### src/axi_sram_consts.svh
`ifndef AXI_SRAM_CONSTS_SVH
`define AXI_SRAM_CONSTS_SVH

// ------------------------------
// Memory geometry
// ------------------------------

// 32-bit words in the bank
`define AXI_SRAM_DEPTH_WORDS 256
// Index bits needed to address those words
`define AXI_SRAM_INDEX_BITS 8

// ------------------------------
// AXI response codes
// ------------------------------

`define AXI_RESP_OKAY 2'b00
`define AXI_RESP_SLVERR 2'b10
`define AXI_RESP_DECERR 2'b11

`endif

### src/axi_sram_pkg.sv
`include "axi_sram_consts.svh"

package axi_sram_pkg;

    // Plain vector types for the AXI fields
    typedef logic [31:0] axi_addr_t;
    typedef logic [31:0] axi_data_t;
    typedef logic [3:0] axi_strb_t;
    typedef logic [3:0] axi_id_t;
    typedef logic [7:0] axi_len_t;
    typedef logic [2:0] axi_size_t;
    typedef logic [1:0] axi_burst_t;
    typedef logic [1:0] axi_resp_t;

    // Word index into the bank
    typedef logic [`AXI_SRAM_INDEX_BITS-1:0] word_index_t;

    // ------------------------------
    // Channel payloads
    // ------------------------------

    typedef struct packed {
        axi_addr_t addr;
        axi_id_t id;
        axi_len_t len;
        axi_size_t size;
        axi_burst_t burst;
    } aw_req_t;

    // Read address has the same shape as write address
    typedef aw_req_t ar_req_t;

    typedef struct packed {
        axi_data_t data;
        axi_strb_t strb;
        logic last;
    } w_beat_t;

    typedef struct packed {
        axi_id_t id;
        axi_resp_t resp;
    } b_resp_t;

    typedef struct packed {
        axi_id_t id;
        axi_data_t data;
        axi_resp_t resp;
        logic last;
    } r_beat_t;

    // Slave controller states
    typedef enum logic [1:0] {
        IDLE,
        READ_WAIT,
        READ_RESP,
        WRITE_RESP
    } ctrl_state_t;

endpackage

### src/axi_write_lanes.sv
`timescale 1ns/1ps

module axi_write_lanes (
    input  axi_sram_pkg::axi_addr_t addr,
    input  axi_sram_pkg::axi_size_t size,
    input  axi_sram_pkg::w_beat_t beat,
    output axi_sram_pkg::axi_strb_t lane_enable,
    output axi_sram_pkg::axi_data_t lane_data
);

    import axi_sram_pkg::*;

    axi_strb_t size_mask;

    // ------------------------------
    // Lane mask from size and offset
    // ------------------------------

    always_comb begin
        case (size)
            3'd0: size_mask = axi_strb_t'(4'b0001 << addr[1:0]);
            3'd1: size_mask = addr[1] ? 4'b1100 : 4'b0011;
            3'd2: size_mask = 4'b1111;
            // Wider than the bus, nothing gets written
            default: size_mask = 4'b0000;
        endcase
    end

    assign lane_enable = size_mask & beat.strb;

    // Narrow data already sits on its own lanes
    always_comb begin
        for (int i = 0; i < 4; i++) begin
            if (lane_enable[i]) begin
                lane_data[i*8 +: 8] = beat.data[i*8 +: 8];
            end else begin
                lane_data[i*8 +: 8] = 8'h00;
            end
        end
    end

    // The controller only presents strobes on an accepted write,
    // so any live lane here belongs to a real halfword access
    halfword_aligned: assert final (
        !(size == 3'd1 && lane_enable != 4'b0000) || !addr[0]
    ) else $error("Halfword write to odd address %h", addr);

endmodule

### config.mk
export PLATFORM = sky130hd
export DESIGN_NAME = axi_write_lanes
export DESIGN_NICKNAME = d
export VERILOG_FILES = /design/src/axi_sram_pkg.sv /design/src/axi_write_lanes.sv
export VERILOG_INCLUDE_DIRS = /design/src /design/src/src
export SDC_FILE = /design/constraint.sdc
export NUM_CORES = 1
export LEC_CHECK = 0
export ABC_AREA = 1
export BUFFER_PORTS_ARGS = -buffer_cell sky130_fd_sc_hd__buf_4
export CAP_MARGIN = 10
export CORE_ASPECT_RATIO = 0.75
export CORE_MARGIN = 5
export CORE_UTILIZATION = 25
export DETAILED_ROUTE_END_ITERATION = 8
export PLACE_DENSITY = 0.84
export SYNTH_ARGS = -nofsm -noshare
export SYNTH_HDL_FRONTEND = slang
export SYNTH_SLANG_ARGS = --single-unit
### constraint.sdc
create_clock -name vclk -period 0.8
set_input_delay 0.04 -clock vclk [all_inputs]
set_output_delay 0.04 -clock vclk [all_outputs]
set_load 0.005 [all_outputs]
==> results of run 1 <==
## worst max-delay path, stage by stage
cell and delay [ns]:
buf_8 0.10, nor2_4 0.19, nand2_4 0.11, nand3_2 0.13, nand2_2 0.11, nor2_2 0.09, buf_4 0.11
## per-layer routing
metal / vias up / part of all wire (%) / GRT usage (%)
li1: 417 / - / -
met1: 350 / 32 / 12.87
met2: 35 / 58 / 28.57
met3: 4 / 8.9 / 1.323
met4: 0 / 1.0 / 1.413
met5: - / 0 / 0
## logic make-up after synthesis
family | share of synthesized area (%)
AND/OR/NAND/NOR | 70.07
buffers and inverters | 29.92
## stage by stage
stage,setup slack (ns),setup TNS (ns)
final,-0.1327,-3.438
after floorplan,0.1849,0
after detailed placement,-0.1544,-4.438
after CTS,-0.1103,-2.975
after global routing,-0.1749,-5.181
after global placement,-0.09289,-2.755
## path summary, 6_finish.rpt
path	slack (ns)	cells past startpoint	from	endpoint
worst max-delay path	-0.13	7	size[2]	lane_data[22]
worst min-delay path	0.38	4	beat[25]	lane_data[20]
## cells in the final DEF, fill, tap and decap left out
cell type / n
nand3_1: 3
nand2_4: 7
nor2_2: 32
nand3_2: 6
buf_8: 1
nand3_4: 1
inv_1: 36
nor2_4: 2
inv_2: 4
nor2_1: 3
nand2_2: 2
buf_4: 74
buf_6: 2
nand2_1: 1
## area by class of cell
type,count,area (sq um)
fill,194,767.0
inverter,40,150.1
multi-input combinational,57,421.7
tap,24,30.03
timing repair buffer,77,593.1
## what timing repair did
action                     CTS  global route
gates cloned                 3             1
setup endpoints to repair   36            36
resized for setup           12             1
pin swaps                    2             0
## power groups by stage
stage               combinational [mW]  sequential (mW)  clock, mW
finish                           0.475                0          0
global route                     0.520                0          0
CTS                              0.470                0          0
detailed placement               0.431                0          0
global placement                 0.417                0          0
floorplan                        0.163                0          0
==> impl_metrics.yaml, run 1 <==
detailed_routing:
  avgViaCountPerCell: 4.071
  drt_pass1_iterations: 2
  dr.first_iter.drc_count: 5
  via_count: 806
  wirelength_microns: 2123
  drcViolationCount: 0
  postRouteAntennaNets: 0
  wl_per_cell_microns: 10.72
setup_path:
  critPathArrivalTime_ns: 0.89
  cp-start-kind: "primary input"
  critPathCaptureType: "output port"
  cp_max_fo: 5
  crit_type: "primary input to output port"
  worstPathRequired_ns: 0.76
die:
  die_w_microns: 61.73
  start_util_pct: 25.57
  die_area_sq_um: 3012
  core_area_sq_um: 1962
  die_y_microns: 48.80
  pin_count: 108
  num_rows: 14
final_layout:
  syn_to_final_growth_pct: 138.2
  flops_and_latches: 0
  final_cells: 198
  nets: 248
  clockBufferCount: 0
  fin_util_pct: 60.91
  seq_area_sq_um: 0
  num_antenna_cells: 0
  drive_gt1_share_pct: 75.29
  final_cell_area_sq_um: 1195
synthesis:
  synth_area_sq_um: 501.7
  ys_types: 10
  yosys_warnings: 0
  synth_area_leaders: "nor2_2 40%, inv_1 27%, nand2_4 9.0%, nand3_2 8.0%, nand3_1 6.0%"
  synthCells: 93
  yosysMostFrequentCell: "inv_1"
  synth_seq_area_share_pct: 0
  syn_avg_cell_area_sq_um: 5.395
  synth_top_cell_by_area: "nor2_2"
  synth_top_area_share_pct: 39.90
  synth_common_cells: "36 x inv_1, 32 x nor2_2, 6 x nand3_1"
  syn_nets: 165
power:
  pwr-share-clk_pct: 0
  comb_power_share_pct: 100.0
  sw_frac_of_total_pct: 45.32
  p_int_uw: 259.6
  power_switching_uw: 215.1
  peakVddDrop_uv: 189.8
  power_uw: 474.7
  p_seq_share_pct: 0
  cellLeakagePower_nw: 0.8087
  pwr_density_cell_nw_per_um2: 397.3
sta:
  hold_violations: 0
  min_period_over_period_pct: 116.6
  worst_slack_ns: -0.1327
  drv_slew: 0
  fin_crit_ns: 0.9327
  max_freq_mhz: 1072
  hold_ws_ns: 0.3752
  rsz0062_at_grt: "yes"
  setup_viol: 36
  worstMarginPinSlew_ns: 0.1954
  maxSlewHeadroom_pct: 86.95
clock_tree:
  holdBufCountCts: 0
  post_cts_buffers: 0
place:
  post-dp-hpwl_microns: 1761
  placed_area_sq_um: 1110
  routabilityCongestion: 0.7325
  placed_cells: 194
  io_buffers: 77
global_routing:
  overflow: 0
  grt_max_degree: 10
  grt_pass1_vias: 826
  grt_pass1_wl_microns: 3249
  antenna_found_initial: 0
  globalRouteTotalUtil_pct: 13.27
status:
  violations: "negative setup slack"
  status: "complete, but fails checks"
run:
  drv_cap: 0
worst_hold_path:
  hold_path_class: "primary input to output port"
(Power assumes the default switching activity.)
==> run 2, diff against run 1 <==
--- a/config.mk
+++ b/config.mk
@@ -7,13 +7,16 @@
 export NUM_CORES = 1
 export LEC_CHECK = 0
 export ABC_AREA = 1
+export ABC_CLOCK_PERIOD_IN_PS = 800
 export BUFFER_PORTS_ARGS = -buffer_cell sky130_fd_sc_hd__buf_4
 export CAP_MARGIN = 10
+export CELL_PAD_IN_SITES_DETAIL_PLACEMENT = 0
+export CELL_PAD_IN_SITES_GLOBAL_PLACEMENT = 1
 export CORE_ASPECT_RATIO = 0.75
 export CORE_MARGIN = 5
-export CORE_UTILIZATION = 25
+export CORE_UTILIZATION = 12
 export DETAILED_ROUTE_END_ITERATION = 8
-export PLACE_DENSITY = 0.84
+export PLACE_DENSITY_LB_ADDON = 0.1
 export SYNTH_ARGS = -nofsm -noshare
 export SYNTH_HDL_FRONTEND = slang
 export SYNTH_SLANG_ARGS = --single-unit
==> run 2 against run 1 <==
  * The flow still finishes with violations (negative setup slack)
  * Non-clock buffer count up 1
  * Largest power group unchanged
  * Combinational power up 5.1%
  * Maximum frequency up 1.5%
  * Total power up 5.1%
  * Sequential share of layout area unchanged
  * Via count down 2.9%
  * Die area up 86%
  * Global-route usage down 6.8 points
  * Utilization down 29 points
  * First-iteration DRC count rose to 3.6 times the previous value
  * Final area up 8.7%
  * Wire length down 3.2%
==> impl_metrics.yaml, run 2 (synthesized netlist as in run 1, its figures left out) <==
final_layout:
  n_fill_cell: 443
  final_cell_mix: "69 x buf_4, 35 x inv_1, 27 x nor2_2"
  seq_area_sq_um: 0
  multi_input_area_sq_um: 456.7
  nets: 248
  drive_gt1_share_pct: 75.86
  syn_to_final_growth_pct: 158.9
  num_antenna_cells: 0
  flops_and_latches: 0
  clockBufferCount: 0
  fin_util_pct: 32.04
  final_common_cell: "buf_4"
  final_cell_area_sq_um: 1299
sta:
  rsz0062_at_grt: "yes"
  hold_ws_ns: 0.3676
  maxSlewHeadroom_pct: 87.08
  fin_crit_ns: 0.9186
  min_period_over_period_pct: 114.8
  drv_slew: 0
  setup_viol: 36
  hold_violations: 0
  worstMarginPinSlew_ns: 0.1933
  max_freq_mhz: 1089
  worst_slack_ns: -0.1186
run:
  drv_cap: 0
die:
  die_w_microns: 84.67
  pin_count: 108
  die_y_microns: 66
  num_rows: 20
  core_area_sq_um: 4054
  die_area_sq_um: 5588
  start_util_pct: 12.38
detailed_routing:
  drt_pass1_iterations: 2
  avgViaCountPerCell: 3.419
  drcViolationCount: 0
  dr.first_iter.drc_count: 18
  via_count: 783
  wirelength_microns: 2055
  wl_per_cell_microns: 8.974
  postRouteAntennaNets: 0
worst_hold_path:
  hold_path_class: "primary input to output port"
status:
  status: "complete, but fails checks"
  violations: "negative setup slack"
global_routing:
  globalRouteTotalUtil_pct: 6.481
  grt_busiest_layer: "met2"
  gr-usage-met1_pct: 7.918
  grt_pass1_vias: 765
  use_met3_pct: 1.370
  overflow: 0
  antenna_found_initial: 0
  use_met2_pct: 12.40
  grt_pass1_wl_microns: 3167
  grt_max_degree: 10
place:
  routabilityCongestion: 0.8015
  placed_area_sq_um: 1149
  io_buffers: 77
  post-dp-hpwl_microns: 1718
setup_path:
  critPathArrivalTime_ns: 0.88
  cp_max_fo: 5
  worstPathRequired_ns: 0.76
  critPathCaptureType: "output port"
  crit_type: "primary input to output port"
  cp-start-kind: "primary input"
power:
  peakVddDrop_uv: 101.9
  cellLeakagePower_nw: 0.8113
  pwr_density_cell_nw_per_um2: 384.0
  power_uw: 498.7
clock_tree:
  holdBufCountCts: 0
## run 2: changes by cell type in the layout (fill, tap and decap cells not counted), sizes merged
| cell | before | now |
|---|---|---|
| nand2 | 10 | 9 |
| buf | 77 | 78 |
## run 2: path summary, 6_finish.rpt
| check | cells past startpoint | end | slack, ns | from |
|---|---|---|---|---|
| max | 7 | lane_data[3] | -0.12 | size[0] |
| min | 4 | lane_data[10] | 0.37 | beat[15] |
## run 2: through the flow
step	std cells	setup TNS, ns	setup WS, ns
6_report	229	-3.326	-0.1186
5_1_grt	229	-5.813	-0.1890
3_5_place_dp	225	-3.879	-0.1243
2_1_floorplan	93	0	0.1849
3_3_place_gp	225	-3.787	-0.1194
4_1_cts	228	-2.904	-0.1039
## run 2: area by class of cell
| type | count | share of cell area (%) |
|---|---|---|
| repair buffers | 78 | 47.98 |
| multi-input cells | 56 | 35.16 |
| inverters | 40 | 11.56 |
| well taps | 55 | 5.299 |
## run 2: layer usage
layer	vias up	wire, microns
met2	39	1053
met1	329	774
met4	0	0
met3	0	228
li1	415	-
met5	-	0
## run 2: repair_timing
action                                  4_1_cts  5_1_grt
gates cloned                                  2        1
endpoints found under the setup margin       36       36
buffers inserted                              1        0
resized for setup                            12       15
pin swaps                                     3        0
## run 2: critical path, stage by stage
cell and delay (ns):
buf_8 0.10, nor2_4 0.19, nand2_4 0.11, nand3_4 0.14
nand2_8 0.10, nor2_4 0.10, buf_6 0.10
## run 2: power breakdown
part	internal [mW]	switching [mW]
combinational	0.273	0.225
clock	0	0
sequential	0	0
