[src/axi_sram_consts.svh]
`ifndef AXI_SRAM_CONSTS_SVH
`define AXI_SRAM_CONSTS_SVH

// ------------------------------
// Memory geometry
// ------------------------------

// 32-bit words in the bank
`define AXI_SRAM_DEPTH_WORDS 256
// Index bits needed to address those words
`define AXI_SRAM_INDEX_BITS 8

// ------------------------------
// AXI response codes
// ------------------------------

`define AXI_RESP_OKAY 2'b00
`define AXI_RESP_SLVERR 2'b10
`define AXI_RESP_DECERR 2'b11

`endif

[src/axi_sram_pkg.sv]
`include "axi_sram_consts.svh"

package axi_sram_pkg;

    // Plain vector types for the AXI fields
    typedef logic [31:0] axi_addr_t;
    typedef logic [31:0] axi_data_t;
    typedef logic [3:0] axi_strb_t;
    typedef logic [3:0] axi_id_t;
    typedef logic [7:0] axi_len_t;
    typedef logic [2:0] axi_size_t;
    typedef logic [1:0] axi_burst_t;
    typedef logic [1:0] axi_resp_t;

    // Word index into the bank
    typedef logic [`AXI_SRAM_INDEX_BITS-1:0] word_index_t;

    // ------------------------------
    // Channel payloads
    // ------------------------------

    typedef struct packed {
        axi_addr_t addr;
        axi_id_t id;
        axi_len_t len;
        axi_size_t size;
        axi_burst_t burst;
    } aw_req_t;

    // Read address has the same shape as write address
    typedef aw_req_t ar_req_t;

    typedef struct packed {
        axi_data_t data;
        axi_strb_t strb;
        logic last;
    } w_beat_t;

    typedef struct packed {
        axi_id_t id;
        axi_resp_t resp;
    } b_resp_t;

    typedef struct packed {
        axi_id_t id;
        axi_data_t data;
        axi_resp_t resp;
        logic last;
    } r_beat_t;

    // Slave controller states
    typedef enum logic [1:0] {
        IDLE,
        READ_WAIT,
        READ_RESP,
        WRITE_RESP
    } ctrl_state_t;

endpackage

[src/axi_sram_ctrl.sv]
`timescale 1ns/1ps
`include "axi_sram_consts.svh"

module axi_sram_ctrl (
    input  logic clock,
    input  logic reset,

    // AXI slave channels
    input  axi_sram_pkg::aw_req_t aw,
    input  logic aw_valid,
    output logic aw_ready,
    input  axi_sram_pkg::w_beat_t w,
    input  logic w_valid,
    output logic w_ready,
    output axi_sram_pkg::b_resp_t b,
    output logic b_valid,
    input  logic b_ready,
    input  axi_sram_pkg::ar_req_t ar,
    input  logic ar_valid,
    output logic ar_ready,
    output axi_sram_pkg::r_beat_t r,
    output logic r_valid,
    input  logic r_ready,

    // Write lane logic
    output axi_sram_pkg::axi_addr_t lane_addr,
    output axi_sram_pkg::axi_size_t lane_size,
    output axi_sram_pkg::w_beat_t lane_beat,
    input  axi_sram_pkg::axi_strb_t lane_enable,
    input  axi_sram_pkg::axi_data_t lane_data,

    // Bank ports
    output logic wr_en,
    output axi_sram_pkg::word_index_t wr_index,
    output axi_sram_pkg::axi_strb_t wr_lanes,
    output axi_sram_pkg::axi_data_t wr_data,
    output logic rd_en,
    output axi_sram_pkg::word_index_t rd_index,
    input  axi_sram_pkg::axi_data_t rd_data
);

    import axi_sram_pkg::*;

    ctrl_state_t state;
    logic read_fire;
    logic write_fire;
    axi_resp_t ar_check;
    axi_resp_t aw_check;
    axi_id_t id_q;
    axi_resp_t resp_q;
    axi_data_t r_data_q;

    // Decode first, then burst and size
    function automatic axi_resp_t check_request(
        input axi_addr_t addr,
        input axi_len_t len,
        input axi_size_t size
    );
        axi_resp_t resp;
        if (addr >= axi_addr_t'(`AXI_SRAM_DEPTH_WORDS * 4)) begin
            resp = `AXI_RESP_DECERR;
        end else if (len != 8'd0 || size > 3'd2) begin
            resp = `AXI_RESP_SLVERR;
        end else begin
            resp = `AXI_RESP_OKAY;
        end
        return resp;
    endfunction

    // ------------------------------
    // Request acceptance
    // ------------------------------

    // Reads win, a write needs both AW and W present
    assign ar_ready = (state == IDLE);
    assign aw_ready = (state == IDLE) && aw_valid && w_valid && !ar_valid;
    assign w_ready = aw_ready;

    assign read_fire = ar_valid && ar_ready;
    assign write_fire = aw_ready;

    assign ar_check = check_request(ar.addr, ar.len, ar.size);
    assign aw_check = check_request(aw.addr, aw.len, aw.size);

    // ------------------------------
    // Bank access
    // ------------------------------

    assign wr_en = write_fire && (aw_check == `AXI_RESP_OKAY);
    assign rd_en = read_fire && (ar_check == `AXI_RESP_OKAY);
    assign wr_index = aw.addr[`AXI_SRAM_INDEX_BITS+1:2];
    assign rd_index = ar.addr[`AXI_SRAM_INDEX_BITS+1:2];
    assign wr_lanes = lane_enable;
    assign wr_data = lane_data;

    assign lane_addr = aw.addr;
    assign lane_size = aw.size;

    // Strobes only reach the lane logic on a write that lands
    always_comb begin
        lane_beat = w;
        if (!wr_en) begin
            lane_beat.strb = 4'b0000;
        end
    end

    // ------------------------------
    // State machine
    // ------------------------------

    always_ff @(posedge clock or posedge reset) begin
        if (reset) begin
            state <= IDLE;
        end else begin
            case (state)
                IDLE: begin
                    if (read_fire) begin
                        state <= READ_WAIT;
                    end else if (write_fire) begin
                        state <= WRITE_RESP;
                    end
                end
                READ_WAIT: state <= READ_RESP;
                READ_RESP: if (r_ready) state <= IDLE;
                WRITE_RESP: if (b_ready) state <= IDLE;
                default: state <= IDLE;
            endcase
        end
    end

    // One transaction at a time, so B and R share the ID and code
    always_ff @(posedge clock) begin
        if (read_fire) begin
            id_q <= ar.id;
            resp_q <= ar_check;
        end else if (write_fire) begin
            id_q <= aw.id;
            resp_q <= aw_check;
        end
        if (state == READ_WAIT) begin
            r_data_q <= (resp_q == `AXI_RESP_OKAY) ? rd_data : '0;
        end
    end

    assign b_valid = (state == WRITE_RESP);
    assign r_valid = (state == READ_RESP);
    assign b = '{id: id_q, resp: resp_q};
    assign r = '{id: id_q, data: r_data_q, resp: resp_q, last: 1'b1};

    // ------------------------------
    // Response channel checks
    // ------------------------------

    r_hold: assert property (
        @(posedge clock) disable iff (reset)
        r_valid && !r_ready |=> r_valid && $stable(r)
    ) else $error("R payload changed under back-pressure");

    b_hold: assert property (
        @(posedge clock) disable iff (reset)
        b_valid && !b_ready |=> b_valid && $stable(b)
    ) else $error("B payload changed under back-pressure");

endmodule

[config.mk]
export PLATFORM = sky130hd
export DESIGN_NAME = axi_sram_ctrl
export DESIGN_NICKNAME = d
export VERILOG_FILES = /design/src/axi_sram_pkg.sv /design/src/axi_sram_ctrl.sv
export VERILOG_INCLUDE_DIRS = /design/src /design/src/src
export SDC_FILE = /design/constraint.sdc
export NUM_CORES = 1
export LEC_CHECK = 0
export BUFFER_PORTS_ARGS = -buffer_cell sky130_fd_sc_hd__buf_2
export CAP_MARGIN = 5
export CORE_AREA = 2 2 150 152
export DETAILED_ROUTE_END_ITERATION = 6
export DIE_AREA = 0 0 152 154
export PLACE_DENSITY_LB_ADDON = 0.05
export SLEW_MARGIN = 20
export SYNTH_ARGS = -nofsm -noshare
export SYNTH_HDL_FRONTEND = slang
export SYNTH_SLANG_ARGS = --single-unit
[constraint.sdc]
create_clock -name clock -period 2.3 [get_ports clock]
set_clock_uncertainty 0.05 [all_clocks]
set_input_delay 0.23 -clock clock [delete_from_list [all_inputs] [get_ports clock]]
set_output_delay 0.23 -clock clock [all_outputs]
set_load 0.005 [all_outputs]
==> results of run 1 <==
through the flow:
| stage | total power [mW] | setup WS, ps |
|---|---|---|
| detailed placement | 1.78 | 338 |
| CTS | 2.53 | 138 |
| floorplan | 1.48 | 491 |
| global placement | 1.79 | 389 |
| global route | 2.60 | 71.5 |
| finish | 2.43 | 208 |
sequential cells by signal (all words and copies together) (netlist names):
register,flops
id_q,4
r_data_q,32
resp_q,2
state,2
logic make-up (layout without fill, tap and decap cells):
logic type | count (synthesis) | count (layout) | synth area share [%]
DFF | 40 | 40 | 42.6
muxes | 5 | 5 | 2.01
buffers and inverters | 134 | 214 | 35.2
other | 1 | 1 | 0.134
and+or+nand+nor | 74 | 74 | 18.7
AOI/OAI and AO/OA | 6 | 6 | 1.43
worst paths after layout:
check | depth (start not counted) | endpoint | slack [ps] | startpoint
max | 5 | lane_beat[3] | 210 | state[1]
min | 2 | r_data_q[7] | 160 | rd_data[7]
max reg2reg | 5 | resp_q[0] | 490 | state[1]
min reg2reg | 1 | state[1] | 660 | state[1]
max in group asynchronous | 3 | state[1] | 1790 | reset
min in group asynchronous | 3 | state[0] | 300 | reset
cell type report:
type                    count  share of cell area [%]
flip-flops and latches     40                    35.4
repair buffers            203                    30.8
multi-input cells          86                    18.8
well taps                 280                    10.4
clock buffers               6                    3.83
clock inverters             2                   0.372
inverters                   3                   0.335
cell usage after synthesis:
| library cell | instances | area, um2 |
|---|---|---|
| nor2b_1 | 2 | 12.5 |
| mux2_2 | 5 | 56.3 |
| dfrtp_1 | 2 | 50.1 |
| nor2_2 | 1 | 6.26 |
| a22oi_1 | 1 | 7.51 |
| nor4_2 | 3 | 37.5 |
| nand2_1 | 3 | 11.3 |
| nand4_1 | 1 | 6.26 |
| nor4_1 | 7 | 43.8 |
| edfxtp_1 | 38 | 1140 |
| conb_1 | 1 | 3.75 |
| clkbuf_1 | 3 | 11.3 |
| nand2b_1 | 1 | 6.26 |
| nand4_2 | 1 | 12.5 |
| nand3_1 | 2 | 10.0 |
| and2_1 | 37 | 231 |
| a211oi_1 | 2 | 15.0 |
| a21oi_1 | 2 | 10.0 |
| nor3b_2 | 1 | 12.5 |
| nor4b_1 | 1 | 8.76 |
| nor3_1 | 5 | 25.0 |
| nor2_1 | 4 | 15.0 |
| inv_1 | 3 | 11.3 |
| buf_4 | 128 | 961 |
| or4_4 | 1 | 11.3 |
| a21o_1 | 1 | 7.51 |
| nand3b_1 | 1 | 7.51 |
| nor4_4 | 3 | 63.8 |
placed cells by master (no fill, tap or decap):
cell / instances
nand4_2: 1
clkinv_2: 1
and2_1: 37
clkinvlp_4: 1
nor2_1: 3
a21oi_1: 2
or4_4: 1
clkbuf_1: 1
nor2_2: 2
nand3_1: 2
clkbuf_16: 5
mux2_2: 5
nor4_1: 7
nor3b_2: 1
buf_4: 6
a21o_1: 1
a211oi_1: 2
nor2b_4: 1
nand4_1: 1
nor2b_1: 1
dfrtp_1: 2
nor4_4: 3
nor4b_1: 1
nor3_1: 5
nand2_1: 3
a22oi_1: 1
dlygate4sd3_1: 1
edfxtp_1: 38
conb_1: 1
nand2b_1: 1
buf_2: 196
nor4_2: 3
inv_1: 3
nand3b_1: 1
critical path: cells and delay by family (launching register included):
kind                   cells  cell delay, ps
and+or+nand+nor            4             910
buffers and inverters      1             120
DFF                        1             480
what timing repair did:
action | in CTS | in global routing
endpoints found under the hold margin | 2 | 0
hold buffers | 1 | 0
endpoints found under the setup margin | 1 | 0
metal layers:
layer | up-vias | share of wire, % | track usage [%]
met4 | 0 | 2.5 | 3.34
met3 | 9 | 15 | 7.55
met1 | 928 | 29 | 8.72
met5 | - | 0 | 0
met2 | 215 | 54 | 19.6
li1 | 899 | - | -
power by group through the flow:
| stage | registers (mW) | logic [mW] | clock network [mW] |
|---|---|---|---|
| 2_1_floorplan | 1.11 | 0.368 | 0 |
| 3_3_place_gp | 1.10 | 0.691 | 0 |
| 3_5_place_dp | 1.10 | 0.674 | 0 |
| 4_1_cts | 1.09 | 0.678 | 0.759 |
| 5_1_grt | 1.11 | 0.716 | 0.774 |
| 6_report | 1.08 | 0.641 | 0.709 |
==> qor.csv, run 1 <==
metric,value,unit
rsz0062_at_grt,false,
arrival,1810,ps
cts_buffer_depth,2,
p_switching,0.735,mW
fp.dieW,152,um
drt_iter0_markers,73,
slew_violations,0,
grt_pass1_vias,2159,
antennaDiodeCount,0,
max_freq,478,MHz
finalSetupViolCount,0,
pwr_density_cell,724,mW/mm2
insertion_delay,290,ps
area_growth,20.2,%
switching_share,30.2,%
fp.coreArea,0.0217,mm2
yosys_warnings,0,
seq_power_share,44.5,%
cp_max_fo,7,
clkTransAtPathRegs,60,ps
grt_max_degree,33,
timing.hold.ws,159,ps
routed_via_density,3.31,
period_minus_slack,2090,ps
grt_pass1_wl,17100,um
leakage,1.50,nW
critical_path_class,reg2out,
ys_types,28,
final_cells,620,
avgSynthCellArea,10.8,um2
fin_util,15.5,%
peakVddDrop,0.230,mV
synthesis.area,0.00280,mm2
clock-root-buffer,clkbuf_16,
cts_tree,done,
cp-end-kind,primary output,
internal_power,1.70,mW
die_h,154,um
antenna_found_initial,0,
post-place-cells,611,
drv_cap,0,
grt_use_total,10.5,%
dpl.hpwl,11200,um
drive_gt1_share,66.5,%
tns,0,ps
drt-wirelength-per-cell,20.7,um
syn-num-nets,470,
fin_crit_sh,91.0,%
hold_class,in2reg,
fin_area,0.00336,mm2
fillCellCount,2476,
cts_inserted_buffers,5,
cp-start-kind,flip-flop,
port_buffers,196,
p_clk_share,29.1,%
postSynthCellCount,260,
status,"complete, no violations",
multi_input_area,632,um2
post_cts_resized,0,
vias,2051,
dieArea,0.0234,mm2
start_util,12.9,%
final_nets,549,
gp_congestion,0.804,
drc_errors,0,
synth_seq_cells,40,
postRouteAntennaNets,0,
yosysSeqAreaShare,42.6,%
dpl_cell_area,0.00321,mm2
max_stage_delay,480,ps
required,2020,ps
combPwrFrac,26.4,%
seqCellArea,0.00119,mm2
crit_slowest_cell,dfrtp_1,
hold_viol,0,
cts_setup_buffers,0,
htree_levels,2,
overflow,0,
drt-pass1-iter-count,3,
num_rows,54,
cp_cell_sequence,nor2_2 > nand2b_1 > nor4_4 > and2_1 > buf_2,
routed_wirelength,12800,um
io_pins,386,
cts_sinks,40,
No activity file was read; power rests on OpenSTA's default activity.
==> run 2: changes to the inputs <==
- CAP_MARGIN: 5 -> default
- CELL_PAD_IN_SITES_DETAIL_PLACEMENT: default -> 1
- CELL_PAD_IN_SITES_GLOBAL_PLACEMENT: default -> 2
- CORE_AREA: 2 2 150 152 -> default
- CORE_ASPECT_RATIO: default -> 0.9
- CORE_MARGIN: default -> 1.5
- CORE_UTILIZATION: default -> 13
- DIE_AREA: 0 0 152 154 -> default
==> run 2 against run 1 <==
Net effect: via count shrank 4.3%; hold slack gained 4.0 ps; non-clock buffer count shrank 2; power grew 3.9%; final area grew 0.52%; first-iteration DRC count shrank 34%; global-route usage shrank 0.24 points; register-to-register slack gained 120 ps.
==> qor.csv, run 2 (synthesis results as in run 1) <==
metric,value,unit,change
status,"complete, no violations",,
overflow,0,,unchanged
hold_viol,0,,unchanged
drt_iter0_markers,48,,-34%
critical_path_class,reg2out,,
drive_gt1_share,66.3,%,-0.20 points
antenna_found_initial,0,,unchanged
fp.dieW,158,um,+3.7%
cp-start-kind,flip-flop,,
drc_errors,0,,unchanged
fin_crit_sh,88.1,%,-2.9 points
grt_use_total,10.3,%,-0.24 points
pwr_density_cell,748,mW/mm2,+3.4%
seqCellArea,0.00119,mm2,unchanged
routed_wirelength,12000,um,-6.2%
grt_max_degree,33,,unchanged
clock-root-buffer,clkbuf_16,,
drv_cap,0,,unchanged
start_util,13.3,%,+0.45 points
port_buffers,196,,unchanged
min_from,rd_data[21],,
area_growth,20.9,%,
dpl_cell_area,0.00320,mm2,-0.23%
required,2020,ps,about the same
layout_common_cells,"buf_2, edfxtp_1, and2_1",,
peakVddDrop,0.216,mV,-6.0%
wl_met1,4090,um,+10%
arrival,1750,ps,-60 ps
die_h,142,um,-7.7%
reg2reg_depth,3,,-2
fin_area,0.00338,mm2,+0.52%
rsz0062_at_grt,false,,
dieArea,0.0224,mm2,-4.3%
reg2reg_setup_slack,610,ps,+120 ps
final_nets,547,,-0.36%
drt-pass1-iter-count,3,,unchanged
hold_class,in2reg,,
htree_levels,2,,unchanged
largest_reg_flops,32,,unchanged
r2r-end,id_q[0],,
cts_tree,done,,
cp_max_fo,7,,unchanged
p_total,2.53,mW,+3.9%
cts_inserted_buffers,5,,unchanged
routed_via_density,3.14,,-5.1%
final_common_cell,buf_2,,
grt_pass1_wl,15700,um,-8.1%
drt-wirelength-per-cell,19.3,um,-6.9%
finalSetupViolCount,0,,unchanged
holdPathEnd,r_data_q[21],,
top_register,r_data_q,,
timing.hold.ws,163,ps,+3.95 ps
dr_wl_met3,1580,um,-18%
fp.coreArea,0.0210,mm2,-3.4%
cts_setup_buffers,0,,unchanged
period_minus_slack,2030,ps,-66.7 ps
dpl.hpwl,10400,um,-7.1%
postRouteAntennaNets,0,,unchanged
top_regs,"r_data_q: 32 flops, id_q: 4 flops",,
dr_wl_met2,5960,um,-13%
cts_sinks,40,,unchanged
slew_violations,0,,unchanged
fillCellCount,2472,,-0.16%
tns,0,ps,unchanged
io_pins,386,,unchanged
whs_path_depth,2,,unchanged
num_rows,50,,-7.4%
leakage,1.50,nW,+0.21%
max_freq,494,MHz,+3.3%
vias,1963,,-4.3%
reg2reg_from,state[1],,
cts_buffer_depth,2,,unchanged
cp-end-kind,primary output,,
multi_input_area,632,um2,unchanged
grt_pass1_vias,1971,,-8.7%
insertion_delay,280,ps,about the same
clkTransAtPathRegs,60,ps,about the same
fin_util,16.1,%,+0.62 points
maxUsedRoutingLayer,met4,,
gp_congestion,0.688,,-14%
## run 2: how the worst max path moves through the flow
stage          cells after the start            to  startpoint  slack (ps)
4_1_cts                            5  lane_beat[4]    state[1]          90
5_1_grt                            5  lane_beat[3]    state[1]         120
3_5_place_dp                       5  lane_beat[4]    state[1]         420
2_1_floorplan                      1   r_data_q[0]    state[0]         490
6_report                           5  lane_beat[4]    state[1]         270
3_3_place_gp                       6  lane_beat[3]      aw[47]         390
## run 2: area by class of cell
| class | instances | share of cell area, % |
|---|---|---|
| Tap cell | 286 | 10.6 |
| Antenna cell | 1 | 0.0740 |
| Multi-Input combinational cell | 86 | 18.7 |
| Clock buffer | 6 | 3.81 |
| Sequential cell | 40 | 35.2 |
| Clock inverter | 2 | 1.04 |
| Timing Repair Buffer | 201 | 30.2 |
| Inverter | 3 | 0.333 |
## run 2: critical path, cell delays in order (launching register included)
cell and delay (ps):
dfrtp_1 480, nor2_2 220, nand2b_1 210, nor4_4 260
and2_1 180, buf_2 120
## run 2: metrics by stage
step | worst slack [ps] | instances
global placement | 389 | 615
floorplan | 491 | 260
finish | 274 | 625
CTS | 91.6 | 624
global route | 118 | 624
detailed placement | 416 | 615
## run 2: repair_timing
item,in CTS,in global routing
endpoints found under the setup margin,0,2
hold buffers,1,0
resized for setup,0,0
hold endpoints to repair,2,0
## run 2: metal layers
layer,global-route usage [%],up-vias
met4,4.52,0
met2,17.5,155
li1,-,902
met1,10.3,867
met3,5.66,39
met5,0,-
## run 2: where the power goes
part	switching (mW)	internal (mW)	total [mW]	leakage [nW]
combinational	0.345	0.293	0.637	1.04
clock	0.302	0.511	0.813	0.0808
sequential	0.0754	1.00	1.08	0.378
total	0.722	1.81	2.53	1.50
==> run 3: changes to the inputs <==
- PLACE_DENSITY_LB_ADDON: 0.05 -> 0.1
==> run 3 against run 2 <==
Net effect: utilization is 0.095 points higher; clock power is 1% higher; sequential share of layout area is 0.21 points lower; via count is 1.3% higher; first-iteration DRC count is 6.3% higher; fmax is 6.6% lower; worst setup slack worse by 140 ps; non-clock buffer count is 1 higher; critical path depth stayed put; power is 1.2% higher; final area is 0.59% higher; critical path type unchanged.
==> qor.csv, run 3 (synthesis results as in run 1) <==
metric,value,unit,change
status,"complete, no violations",,
cts_setup_buffers,0,,unchanged
drt_iter0_markers,51,,+6.3%
largest_reg_flops,32,,unchanged
io_pins,386,,unchanged
path_delay_family,simple AND/OR/NAND/NOR gates,,
final_cells,625,,unchanged
dieArea,0.0224,mm2,unchanged
grt_max_degree,33,,unchanged
slew_violations,0,,unchanged
fp.coreArea,0.0210,mm2,unchanged
cts_buffer_depth,2,,unchanged
cp_cell_sequence,nor2_2 > nand2b_1 > nor4_4 > and2_1 > buf_2,,
top_regs,"r_data_q: 32 flops, id_q: 4 flops",,
drt-pass1-iter-count,2,,-1
finalSetupViolCount,0,,unchanged
postRouteAntennaNets,0,,unchanged
gp_congestion,0.781,,+13%
hold_class,in2reg,,
layout_common_cells,"buf_2, edfxtp_1, and2_1",,
period_minus_slack,2170,ps,+143 ps
critical_path_class,reg2out,,
final_common_cell,buf_2,,
cp-start-kind,flip-flop,,
final_nets,548,,+0.18%
fin_crit_sh,94.3,%,+6.2 points
peakVddDrop,0.319,mV,+47%
path_buf_inv,1,,unchanged
insertion_delay,280,ps,about the same
fillCellCount,2457,,-0.61%
fp.dieW,158,um,unchanged
drt-wirelength-per-cell,17.3,um,-10%
routed_wirelength,10800,um,-10%
drc_errors,0,,unchanged
clock-root-buffer,clkbuf_16,,
drv_cap,0,,unchanged
start_util,13.3,%,unchanged
routed_via_density,3.18,,+1.3%
antenna_found_initial,0,,unchanged
pwr_density_cell,752,mW/mm2,+0.56%
cts_inserted_buffers,5,,unchanged
rsz0062_at_grt,false,,
leakage,1.51,nW,+0.59%
antennaDiodeCount,0,,-1
clkTransAtPathRegs,70,ps,about the same
crit_slowest_cell,dfrtp_1,,
cts_sinks,40,,unchanged
cp-end-kind,primary output,,
tns,0,ps,unchanged
grt_pass1_vias,2103,,+6.7%
hold_viol,0,,unchanged
port_buffers,196,,unchanged
overflow,0,,unchanged
dpl.hpwl,9090,um,-13%
vias,1989,,+1.3%
arrival,1890,ps,+140 ps
max_stage_delay,500,ps,+20 ps
num_rows,50,,unchanged
die_h,142,um,unchanged
max_freq,461,MHz,-6.6%
grt_pass1_wl,14500,um,-8.1%
required,2020,ps,about the same
top_register,r_data_q,,
cp_max_fo,7,,unchanged
htree_levels,2,,unchanged
grt_use_total,9.15,%,-1.1 points
area_growth,21.6,%,
drive_gt1_share,66.7,%,+0.39 points
cts_tree,done,,
post-place-cells,616,,+0.16%
## run 3: changes by cell type in the layout (fill, tap and decap cells not counted), sizes merged
cell | before | now
buf | 200 | 201
clkinv | 1 | 2
clkbuf | 6 | 5
diode | 1 | 0
## run 3: where the power goes
part / internal, mW / switching [mW] / leakage (nW) / total (mW)
Clock: 0.511 / 0.314 / 0.0814 / 0.825
Sequential: 1.00 / 0.0868 / 0.378 / 1.09
Combinational: 0.305 / 0.339 / 1.05 / 0.643
Total: 1.82 / 0.739 / 1.51 / 2.56
## run 3: cell type report
cell class / instances / area [um2] / share of cell area (%)
clock inverter: 3 / 42.5 / 1.25
sequential: 40 / 1190 / 35.0
inverter: 3 / 11.3 / 0.331
clock buffer: 5 / 125 / 3.68
multi-input combinational: 86 / 643 / 18.9
timing repair buffer: 202 / 1030 / 30.3
tap: 286 / 358 / 10.5
## run 3: path summary, 6_finish.rpt
check,start,to,slack [ps],cells past startpoint
worst max register to register,state[1],id_q[3],610,3
max in group asynchronous,reset,state[1],1810,3
min in group asynchronous,reset,state[0],280,3
worst min-delay path,rd_data[7],r_data_q[7],170,2
worst max-delay path,state[1],lane_beat[3],130,5
worst min register to register,state[1],state[1],720,1
## run 3: per-stage QoR
step / utilization, % / instance area, um2 / hold slack, ps / worst slack, ps / power, mW
floorplan: - / 2800 / -78.8 / 491 / 1.48
global placement: 15.3 / 3220 / 41.0 / 414 / 1.78
detailed placement: 15.3 / 3220 / 40.9 / 435 / 1.77
CTS: 16.2 / 3390 / 157 / 117 / 2.63
global route: 16.2 / 3400 / 160 / 12.1 / 2.71
finish: 16.2 / 3400 / 167 / 132 / 2.56
## run 3: layer usage
metal	wire, um	vias up	GRT usage, %
li1	-	898	-
met1	3930	912	9.40
met2	5340	138	16.0
met3	1260	41	4.38
met4	289	0	3.23
met5	0	-	1.13
## run 3: repair_timing
item / in CTS / in global routing
endpoints found under the setup margin: 0 / 1
hold buffers: 1 / 0
resized for setup: 0 / 1
endpoints found under the hold margin: 2 / 0
